--- config.mk ---
export PLATFORM = sky130hd
export DESIGN_NAME = tl_socket_1n
export DESIGN_NICKNAME = d
export VERILOG_FILES = /design/src/verilog/tl_pkg.sv /design/src/verilog/tl_rr_arbiter.sv /design/src/verilog/tl_req_demux.sv /design/src/verilog/tl_rsp_mux.sv /design/src/verilog/tl_socket_1n.sv
export SDC_FILE = /design/constraint.sdc
export NUM_CORES = 1
export LEC_CHECK = 0
export BUFFER_PORTS_ARGS = -buffer_cell sky130_fd_sc_hd__buf_2
export CELL_PAD_IN_SITES_DETAIL_PLACEMENT = 0
export CELL_PAD_IN_SITES_GLOBAL_PLACEMENT = 2
export CORE_AREA = 2 2 197 199
export DETAILED_ROUTE_END_ITERATION = 10
export DIE_AREA = 0 0 199 201
export HOLD_SLACK_MARGIN = 0.12
export PLACE_DENSITY_LB_ADDON = 0.25
export SETUP_SLACK_MARGIN = 0.2
export SLEW_MARGIN = 20
export SYNTH_ARGS = -nofsm -noshare
export SYNTH_HDL_FRONTEND = slang
export SYNTH_SLANG_ARGS = --single-unit
--- constraint.sdc ---
create_clock -name clk_i -period 2.1 [get_ports clk_i]
set_input_delay 0.105 -clock clk_i [delete_from_list [all_inputs] [get_ports clk_i]]
set_output_delay 0.105 -clock clk_i [all_outputs]
set_load 0.01 [all_outputs]
--- src/verilog/tl_pkg.sv ---
package tl_pkg;

  //////////////////////////////////////////////////////////////////////
  // Bus widths
  //////////////////////////////////////////////////////////////////////

  typedef logic [31:0] addr_t;
  typedef logic [31:0] data_t;
  typedef logic [3:0]  mask_t;
  typedef logic [2:0]  size_t;
  typedef logic [3:0]  source_t;

  // log2 of bytes per beat; 4-byte data beats
  localparam int unsigned NonBurstSize = 2;
  // Largest message is 16 bytes
  localparam int unsigned MaxSize      = 4;
  localparam int unsigned MaxBurstLen  = 2 ** (MaxSize - NonBurstSize);

  // Beats still to come after the current one
  typedef logic [$clog2(MaxBurstLen)-1:0] beat_cnt_t;

  //////////////////////////////////////////////////////////////////////
  // Opcodes and channel payloads
  //////////////////////////////////////////////////////////////////////

  typedef enum logic [2:0] {
    PutFullData    = 3'd0,
    PutPartialData = 3'd1,
    Get            = 3'd4
  } tl_a_op_e;

  // Bit 0 set means the response carries data
  typedef enum logic [2:0] {
    AccessAck     = 3'd0,
    AccessAckData = 3'd1
  } tl_d_op_e;

  typedef struct packed {
    tl_a_op_e opcode;
    size_t    size;
    source_t  source;
    addr_t    address;
    mask_t    mask;
    data_t    data;
  } tl_a_t;

  typedef struct packed {
    tl_d_op_e opcode;
    size_t    size;
    source_t  source;
    logic     denied;
    data_t    data;
  } tl_d_t;

  // Number of beats minus one for a message of the given size
  function automatic beat_cnt_t burst_len(input size_t size);
    if (size <= NonBurstSize) begin
      return '0;
    end else begin
      return beat_cnt_t'((1 << (size - NonBurstSize)) - 1);
    end
  endfunction

endpackage

--- src/verilog/tl_rr_arbiter.sv ---
`timescale 1ns/1ps

module tl_rr_arbiter #(
  parameter int unsigned NumLinks = 3,
  localparam int unsigned LinkW   = (NumLinks > 1) ? $clog2(NumLinks) : 1
) (
  input  logic                clk_i,
  input  logic                rst_ni,
  input  logic                enable,
  input  logic [NumLinks-1:0] request,
  output logic [NumLinks-1:0] grant
);

  logic [LinkW-1:0] ptr_q;
  logic [LinkW-1:0] win_idx;
  logic             found;

  // First requester at or after the pointer, wrapping around
  always_comb begin
    int unsigned idx;
    grant   = '0;
    win_idx = ptr_q;
    found   = 1'b0;
    for (int unsigned off = 0; off < NumLinks; off++) begin
      idx = (ptr_q + off) % NumLinks;
      if (enable && !found && request[idx]) begin
        found      = 1'b1;
        grant[idx] = 1'b1;
        win_idx    = LinkW'(idx);
      end
    end
  end

  // Winner drops to lowest priority
  always_ff @(posedge clk_i or negedge rst_ni) begin
    if (!rst_ni) begin
      ptr_q <= '0;
    end else if (found) begin
      ptr_q <= (win_idx == LinkW'(NumLinks - 1)) ? '0 : win_idx + 1'b1;
    end
  end

  // Last winner and the requesters it was chosen over
  logic [NumLinks-1:0] last_grant_q;
  logic [NumLinks-1:0] passed_q;

  always_ff @(posedge clk_i or negedge rst_ni) begin
    if (!rst_ni) begin
      last_grant_q <= '0;
      passed_q     <= '0;
    end else if (found) begin
      last_grant_q <= grant;
      passed_q     <= request & ~grant;
    end
  end

  // A passed-over link still waiting wins before the last winner wins again
  a_no_repeat_win: assert property (
    @(posedge clk_i) disable iff (!rst_ni)
    found && (grant == last_grant_q) |-> (passed_q & request) == '0
  ) else $error("grant %b repeated while %b waits", grant, passed_q & request);

endmodule

--- src/verilog/tl_req_demux.sv ---
`timescale 1ns/1ps

module tl_req_demux #(
  parameter int unsigned NumLinks  = 3,
  parameter int unsigned NumRanges = 3,
  localparam int unsigned LinkW    = (NumLinks > 1) ? $clog2(NumLinks) : 1,

  // Later ranges take priority over earlier ones
  parameter tl_pkg::addr_t [NumRanges-1:0]    AddrBase = '0,
  parameter tl_pkg::addr_t [NumRanges-1:0]    AddrMask = '0,
  parameter logic [NumRanges-1:0][LinkW-1:0] AddrLink = '0
) (
  input  tl_pkg::tl_a_t                in_a,
  input  logic                         in_valid,
  output logic                         in_ready,

  output tl_pkg::tl_a_t [NumLinks-1:0] out_a,
  output logic [NumLinks-1:0]          out_valid,
  input  logic [NumLinks-1:0]          out_ready
);

  //////////////////////////////////////////////////////////////////////
  // Address decode
  //////////////////////////////////////////////////////////////////////

  logic [LinkW-1:0]    link_sel;
  logic [NumLinks-1:0] link_hit;

  // Walk all ranges, the last match sticks; unmapped goes to link 0
  always_comb begin
    link_sel = '0;
    for (int r = 0; r < NumRanges; r++) begin
      if ((in_a.address & ~AddrMask[r]) == AddrBase[r]) begin
        link_sel = AddrLink[r];
      end
    end
  end

  always_comb begin
    link_hit = '0;
    for (int i = 0; i < NumLinks; i++) begin
      link_hit[i] = (link_sel == LinkW'(i));
    end
  end

  //////////////////////////////////////////////////////////////////////
  // Handshake steering
  //////////////////////////////////////////////////////////////////////

  // Payload is broadcast, only valid is steered
  assign out_a     = {NumLinks{in_a}};
  assign out_valid = link_hit & {NumLinks{in_valid}};
  assign in_ready  = |(link_hit & out_ready);

  // A request reaches exactly one existing link
  always_comb begin
    assert (!in_valid || $onehot(out_valid))
      else $error("request steered to links %b", out_valid);
  end

endmodule

--- src/verilog/tl_rsp_mux.sv ---
`timescale 1ns/1ps

module tl_rsp_mux #(
  parameter int unsigned NumLinks = 3
) (
  input  logic                         clk_i,
  input  logic                         rst_ni,

  input  tl_pkg::tl_d_t [NumLinks-1:0] in_d,
  input  logic [NumLinks-1:0]          in_valid,
  output logic [NumLinks-1:0]          in_ready,

  output tl_pkg::tl_d_t                out_d,
  output logic                         out_valid,
  input  logic                         out_ready
);

  import tl_pkg::*;

  //////////////////////////////////////////////////////////////////////
  // Arbitration and lock
  //////////////////////////////////////////////////////////////////////

  logic [NumLinks-1:0] arb_grant;
  logic                locked_q;
  logic [NumLinks-1:0] selected_q;
  logic                out_fire;
  logic                out_last;

  tl_rr_arbiter #(
    .NumLinks (NumLinks)
  ) u_arb (
    .clk_i   (clk_i),
    .rst_ni  (rst_ni),
    .enable  (!locked_q),
    .request (in_valid),
    .grant   (arb_grant)
  );

  // Stay on one link until the last beat of its message
  always_ff @(posedge clk_i or negedge rst_ni) begin
    if (!rst_ni) begin
      locked_q   <= 1'b0;
      selected_q <= '0;
    end else if (locked_q) begin
      if (out_fire && out_last) begin
        locked_q <= 1'b0;
      end
    end else if (|arb_grant) begin
      locked_q   <= 1'b1;
      selected_q <= arb_grant;
    end
  end

  //////////////////////////////////////////////////////////////////////
  // Output multiplexing
  //////////////////////////////////////////////////////////////////////

  always_comb begin
    out_d     = '0;
    out_valid = 1'b0;
    for (int i = 0; i < NumLinks; i++) begin
      if (selected_q[i]) begin
        out_d     = in_d[i];
        out_valid = locked_q && in_valid[i];
      end
    end
  end

  assign in_ready = selected_q & {NumLinks{locked_q && out_ready}};
  assign out_fire = out_valid && out_ready;

  //////////////////////////////////////////////////////////////////////
  // Message boundary
  //////////////////////////////////////////////////////////////////////

  beat_cnt_t len_q;

  // Loaded on the first data beat, then counts down to the last
  always_ff @(posedge clk_i or negedge rst_ni) begin
    if (!rst_ni) begin
      len_q <= '0;
    end else if (out_fire) begin
      if (len_q == '0) begin
        if (out_d.opcode[0]) begin
          len_q <= burst_len(out_d.size);
        end
      end else begin
        len_q <= len_q - 1'b1;
      end
    end
  end

  // Single-beat message, or the final beat of a burst
  assign out_last = (len_q == '0) ? (!out_d.opcode[0] || burst_len(out_d.size) == '0)
                                  : (len_q == beat_cnt_t'(1));

  a_out_stable: assert property (
    @(posedge clk_i) disable iff (!rst_ni)
    out_valid && !out_ready |=> out_valid && $stable(out_d)
  ) else $error("D payload changed while stalled");

endmodule

--- src/verilog/tl_socket_1n.sv ---
`timescale 1ns/1ps

module tl_socket_1n #(
  parameter int unsigned NumLinks  = 3,
  parameter int unsigned NumRanges = 3,
  localparam int unsigned LinkW    = (NumLinks > 1) ? $clog2(NumLinks) : 1,

  // Routing table; range 2 sits inside range 1 and overrides it
  parameter tl_pkg::addr_t [NumRanges-1:0] AddrBase = {
    32'h1800_0000, 32'h1000_0000, 32'h0000_0000
  },
  parameter tl_pkg::addr_t [NumRanges-1:0] AddrMask = {
    32'h00FF_FFFF, 32'h0FFF_FFFF, 32'h0FFF_FFFF
  },
  parameter logic [NumRanges-1:0][LinkW-1:0] AddrLink = {
    LinkW'(0), LinkW'(2), LinkW'(1)
  }
) (
  input  logic                         clk_i,
  input  logic                         rst_ni,

  // Host side
  input  tl_pkg::tl_a_t                host_a,
  input  logic                         host_a_valid,
  output logic                         host_a_ready,
  output tl_pkg::tl_d_t                host_d,
  output logic                         host_d_valid,
  input  logic                         host_d_ready,

  // Device links
  output tl_pkg::tl_a_t [NumLinks-1:0] dev_a,
  output logic [NumLinks-1:0]          dev_a_valid,
  input  logic [NumLinks-1:0]          dev_a_ready,
  input  tl_pkg::tl_d_t [NumLinks-1:0] dev_d,
  input  logic [NumLinks-1:0]          dev_d_valid,
  output logic [NumLinks-1:0]          dev_d_ready
);

  //////////////////////////////////////////////////////////////////////
  // A channel, host to one device
  //////////////////////////////////////////////////////////////////////

  tl_req_demux #(
    .NumLinks  (NumLinks),
    .NumRanges (NumRanges),
    .AddrBase  (AddrBase),
    .AddrMask  (AddrMask),
    .AddrLink  (AddrLink)
  ) u_req_demux (
    .in_a      (host_a),
    .in_valid  (host_a_valid),
    .in_ready  (host_a_ready),
    .out_a     (dev_a),
    .out_valid (dev_a_valid),
    .out_ready (dev_a_ready)
  );

  //////////////////////////////////////////////////////////////////////
  // D channel, devices merged to host
  //////////////////////////////////////////////////////////////////////

  tl_rsp_mux #(
    .NumLinks (NumLinks)
  ) u_rsp_mux (
    .clk_i     (clk_i),
    .rst_ni    (rst_ni),
    .in_d      (dev_d),
    .in_valid  (dev_d_valid),
    .in_ready  (dev_d_ready),
    .out_d     (host_d),
    .out_valid (host_d_valid),
    .out_ready (host_d_ready)
  );

endmodule

Word level (Yosys, flattened, before mapping):

Index checks and enable logic that the tools add are counted.

* memories kept: 0
* flip-flop bits (word level): 8
* latch bits: 0
* output and inout port bits: 285
* RAM bits: 0
* word-level logic and storage cells: 99
* input bits: 217
* ROM bits: 0

* muxes and demuxes: 38
* equality and inequality tests: 7
* add/subtract/negate cells: 6
* divide/modulo/power cells: 3
* reductions and logical operators: 27
* bitwise gates (word level): 6
* order comparisons: 7
* shift operators: 1
* $mul: 0

Operator list (number)
* 43-bit two-way mux: 3
* 32-bit by 1-bit >= comparator with 1-bit output (second input constant): 3
* 32-bit by 3-bit less-than comparator with 1-bit output (second input constant): 3
* 32-bit by 2-bit remainder unit with 32-bit output (second input constant): 2
* 32-bit logical NOT: 1
* 2-bit by 2-bit remainder unit with 32-bit output (second input constant): 1
* 1-bit by 32-bit << shifter with 2-bit output (first input constant): 1
* 2-bit two-way mux: 9
* 1-bit two-way mux: 17
* 1-bit logical AND: 14
* 3-bit bitwise AND: 3
* 3-bit two-way mux: 3
* 8-bit by 5-bit == test with 1-bit output (second input constant): 1
* 1-bit binary-select mux with 2-bit select: 3
* 1-bit demux with 2-bit select: 3
* 2-bit logical NOT: 3
* 3-bit bitwise OR: 2
* 3-bit OR reduction: 2
* 2-bit by 1-bit == test with 1-bit output (second input constant): 2
* 2-bit == test (second input constant): 2
* 4-bit by 1-bit == test with 1-bit output (second input constant): 1
* 1-bit logical NOT: 4
* 2-bit AND reduction: 2
* 3-bit by 2-bit subtractor with 4-bit output (second input constant): 1
* other kinds (9): 9

Logic depth before layout (Yosys ltp):

* depth in word-level cells: 16
* depth in mapped cells: 9
* depth with buffers taken out: 8

Hierarchy:

Synthesis repeated with hierarchy kept, for this count alone.

* cell total of the unflattened synthesis: 507
* area, all modules: 3567.2 um2

Modules (own cells, without submodules)
* tl_req_demux: cells an instance 249, area an instance 1838.0 um2, seq. area each 0.0 um2, instances 1
* tl_rsp_mux: cells an instance 196, area an instance 1247.4 um2, seq. area each 150.1 um2, instances 1
* tl_rr_arbiter: cells an instance 62, area an instance 481.7 um2, seq. area each 50.0 um2, instances 1

Worst setup path after synthesis:

Ideal clock, no wire load.

* kind: register to register
* start point: register u_rsp_mux.u_arb.ptr_q[0]
* end point: register u_rsp_mux.selected_q[2]
* clock period less this slack: 2.279 ns
* stages on the path, launching flop included: 8
* setup time: 0.120 ns
* path buffers: 0
* setup slack: -0.179 ns
* data required time: 1.980 ns
* data arrival time: 2.160 ns
* path through: dfrtp_1 > inv_1 > ha_1 > mux2i_1 > o22ai_1 > or4b_4 > a221o_1 > a31o_1

* word-level cells in the longest chain between the ends: 15
* elaborated cells between the ends (all ways): 42
* classes of those cells: add/sub (2); div (3); order compare (6); mux (17); bitwise (2); reduce/logical (12)

RTL lines
* from (decl): RTL line tl_rr_arbiter.sv:14 `logic [LinkW-1:0] ptr_q;`
* from (signal assigned): RTL line tl_rr_arbiter.sv:39 `ptr_q <= (win_idx == LinkW'(NumLinks - 1)) ? '0 : win_idx + 1'b1;`
* branches (longest 12 deep; another with 32-bit by 2-bit remainder unit with 32-bit output)
* 3-bit two-way mux (*): RTL line tl_rr_arbiter.sv:26 `if (enable && !found && request[idx]) begin`
* 3-bit OR reduction: RTL line tl_rsp_mux.sv:49 `end else if (|arb_grant) begin`
* 2-bit AND reduction (no source line)
* to (signal assigned): RTL line tl_rsp_mux.sv:51 `selected_q <= arb_grant;`
* to (decl): RTL line tl_rsp_mux.sv:26 `logic [NumLinks-1:0] selected_q;`

Every way passes the cells marked *. The select of a mux whose other input is x is not followed.
A chain may end at the register's enable or synchronous reset.

Worst setup path after layout:

* start point: register u_rsp_mux.u_arb.ptr_q[1]
* end point: register u_rsp_mux.selected_q[2]

The elaborated chain is that of the path after synthesis.

==> metrics <==
simple-gate share of the synthesized area=13.4%; H-tree Lvls=1; vias in the first global route=3231; cts bufs inserted=3; YS warnings=0; layout cells sized above 1=57.9%; gr usage total=7.01%; Mapped Cells=494; fin crit period=2.28 ns; WS Path Type=flop to flop; count of pins over their slew limit=0; RSZ-0062 raised after global routing=yes; slew margin rel.=72.5%; async set-reset flop share out of synthesis=100%; # diodes=0; failing checks=negative setup slack; Final ANT Viol Nets=0; Layout Skew=0.00460 ns; synthesized net count=716; Max IR drop VDD=250 uV; IO Pins=502; Crit. End Element=flop; via count=3073; synthesized flop and latch total=8; I/O Buffers=221; GRT overflow=0; Mapped Area=3460 um2; Die Span Y=201 um; largest fanout on the critical path=5; main flop type after synthesis=dfrtp_1; Pwr Density=1210 nW/um2; EDFF count, synth=0; most common cell after layout, fill and taps aside=buf_2; nets=728; CTS tree=done; CTS max path bufs=2; sequential cell area fraction in the yosys report=5.79%; Total Power=0.00474 W; Pleak=1.80 nW; initial antenna violation count=0; final WL=15100 um; syn_area_per_cell=7.00 um2; Worst Tran Pin Value=0.413 ns; drt wl/cell=14.8 um; final worst slack=-0.177 ns; first-pass GRT wire length=20900 um; initial core utilization=9.08%; Routability Congestion=0.651; Final Hold Vio Count=0; P&R area growth vs syn=13.7%; First-pass DRT Iterations=4; largest family of logic cells by synthesized area=buffers and inverters; Min-Delay Path Class=primary input to output port; setup tns final=-0.490 ns; Avg Vias per Cell=3.01; CP Launch Type=flop; Synth Area in Compound Gates=21.2%; Critical Path RT=2.22 ns; Synth area leaders=buf_4 51%, a22oi_1 8.7%, dfrtp_1 5.8%; core outline area=38100 um2; die width=199 um; final core occ=10.3%; setup violators final=5; most frequent cells in the layout=221 x buf_2, 44 x nand2_1, 40 x a22oi_1, 32 x buf_4, 29 x o21ai_0; CTS root buf=clkbuf_16; Crit path arrival time=2.40 ns; top cell type's share of synthesized area=50.8%; post-synth top area cell=buf_4; post-synthesis adder-cell area fraction=1.81%; post-synthesis mux area share=2.86%; Clk Latency, worst-skew pair=0.24 ns; final period utilization=108%; DIE AREA=40000 um2; floorplan row count=72; Detail Placement HPWL=13000 um; fmax=439 MHz; TritonCTS Sinks=8; DRT iter0 DRCs=107; Max-Cap Viols=0; DRC=0; largest net degree at the start of global routing=39; Synth cell types=47; Worst-path clk slew=0.04 ns; DP Worst Slack=-0.161 ns; Synth Area in XOR/XNOR=0%; status=finished, violations left
## flip-flops by register name, indices dropped and copies added, names as in the netlist
register,cells
u_rsp_mux.len_q,2
u_rsp_mux.u_arb.ptr_q,2
u_rsp_mux.locked_q,1
u_rsp_mux.selected_q,3
## cell families after synthesis
family,after synthesis
AND/OR/NAND/NOR,93
multiplexers,8
adder cells (fa/ha/maj),5
AO/OA/AOI/OAI,112
flip-flops,8
buffers and inverters,268
## report_power, final
group	leakage, nW	total (W)	internal (W)	switching (W)
logic	1.67	0.00407	0.00183	0.00224
registers	0.0958	0.000345	0.000231	0.000114
clock network	0.0370	0.000325	0.000246	0.0000795
total	1.80	0.00474	0.00231	0.00243
## path summary, 6_finish.rpt
kind | from | endpoint | slack (ns) | depth (start not counted)
min | host_a[50] | dev_a[206] | 0.21 | 0
max | u_rsp_mux.u_arb.ptr_q[1]$_DFFE_PN0P_ | u_rsp_mux.selected_q[2]$_DFFE_PN0P_ | -0.18 | 6
max in group asynchronous | rst_ni | u_rsp_mux.selected_q[2]$_DFFE_PN0P_ | 1.63 | 2
max reg2reg | u_rsp_mux.u_arb.ptr_q[1]$_DFFE_PN0P_ | u_rsp_mux.selected_q[2]$_DFFE_PN0P_ | -0.18 | 6
min reg2reg | u_rsp_mux.len_q[1]$_DFFE_PN0P_ | u_rsp_mux.len_q[1]$_DFFE_PN0P_ | 0.53 | 2
min in group asynchronous | rst_ni | u_rsp_mux.u_arb.ptr_q[1]$_DFFE_PN0P_ | 0.26 | 2
## critical path, cell delays in order, from the launching register on
cell,delay (ns)
dfrtp_1,0.41
ha_4,0.33
mux2i_4,0.27
o22ai_4,0.11
or4b_4,0.50
a221o_1,0.34
a31o_1,0.21
## metal layers
| layer | global-route usage (%) | part of all wire [%] | up-vias |
|---|---|---|---|
| li1 | - | - | 1451 |
| met5 | 0.247 | 0 | - |
| met4 | 2.40 | 3.3 | 0 |
| met1 | 7.51 | 36 | 1312 |
| met3 | 3.51 | 13 | 55 |
| met2 | 11.8 | 47 | 255 |
## metrics by stage
step / hold WS, ns / cell area, um2 / cells
final: 0.210 / 3940 / 1022
after global routing: 0.210 / 3940 / 1022
after CTS: 0.210 / 3870 / 1021
after detailed placement: -0.0282 / 3650 / 1009
after global placement: -0.0160 / 3650 / 1009
after floorplan: -0.191 / 3480 / 494
## synth_stat cells (2+ instances only)
cell / number
a21o_1: 2
a21oi_1: 9
a22oi_1: 40
a31o_1: 2
and2_1: 3
and3_1: 5
buf_2: 3
buf_4: 234
buf_6: 2
clkbuf_1: 16
dfrtp_1: 8
ha_1: 5
inv_1: 12
mux2i_1: 5
nand2_1: 44
nand2b_1: 4
nand3_1: 4
nand3b_1: 4
nor2_1: 12
nor2b_1: 5
nor3_1: 3
o21ai_0: 36
o21ai_1: 8
o22ai_1: 2
o31ai_1: 2
or4_1: 2
or4b_1: 2
## final cells by class
| type | count | area (um2) |
|---|---|---|
| timing repair buffer | 263 | 1480 |
| inverter | 12 | 45.0 |
| clock buffer | 3 | 75.1 |
| tap | 518 | 648 |
| fill | 4509 | 34200 |
| sequential | 8 | 205 |
| multi-input combinational | 218 | 1490 |
## what timing repair did
action                                 4_1_cts  5_1_grt
gates resized for setup                     24       12
hold buffers                                 1        0
buffers inserted                             8        1
setup endpoints to repair                   35       28
cloned                                       0        0
pin swaps                                   10        5
endpoints found under the hold margin        8        0
No activity file was read; power rests on OpenSTA's default activity.
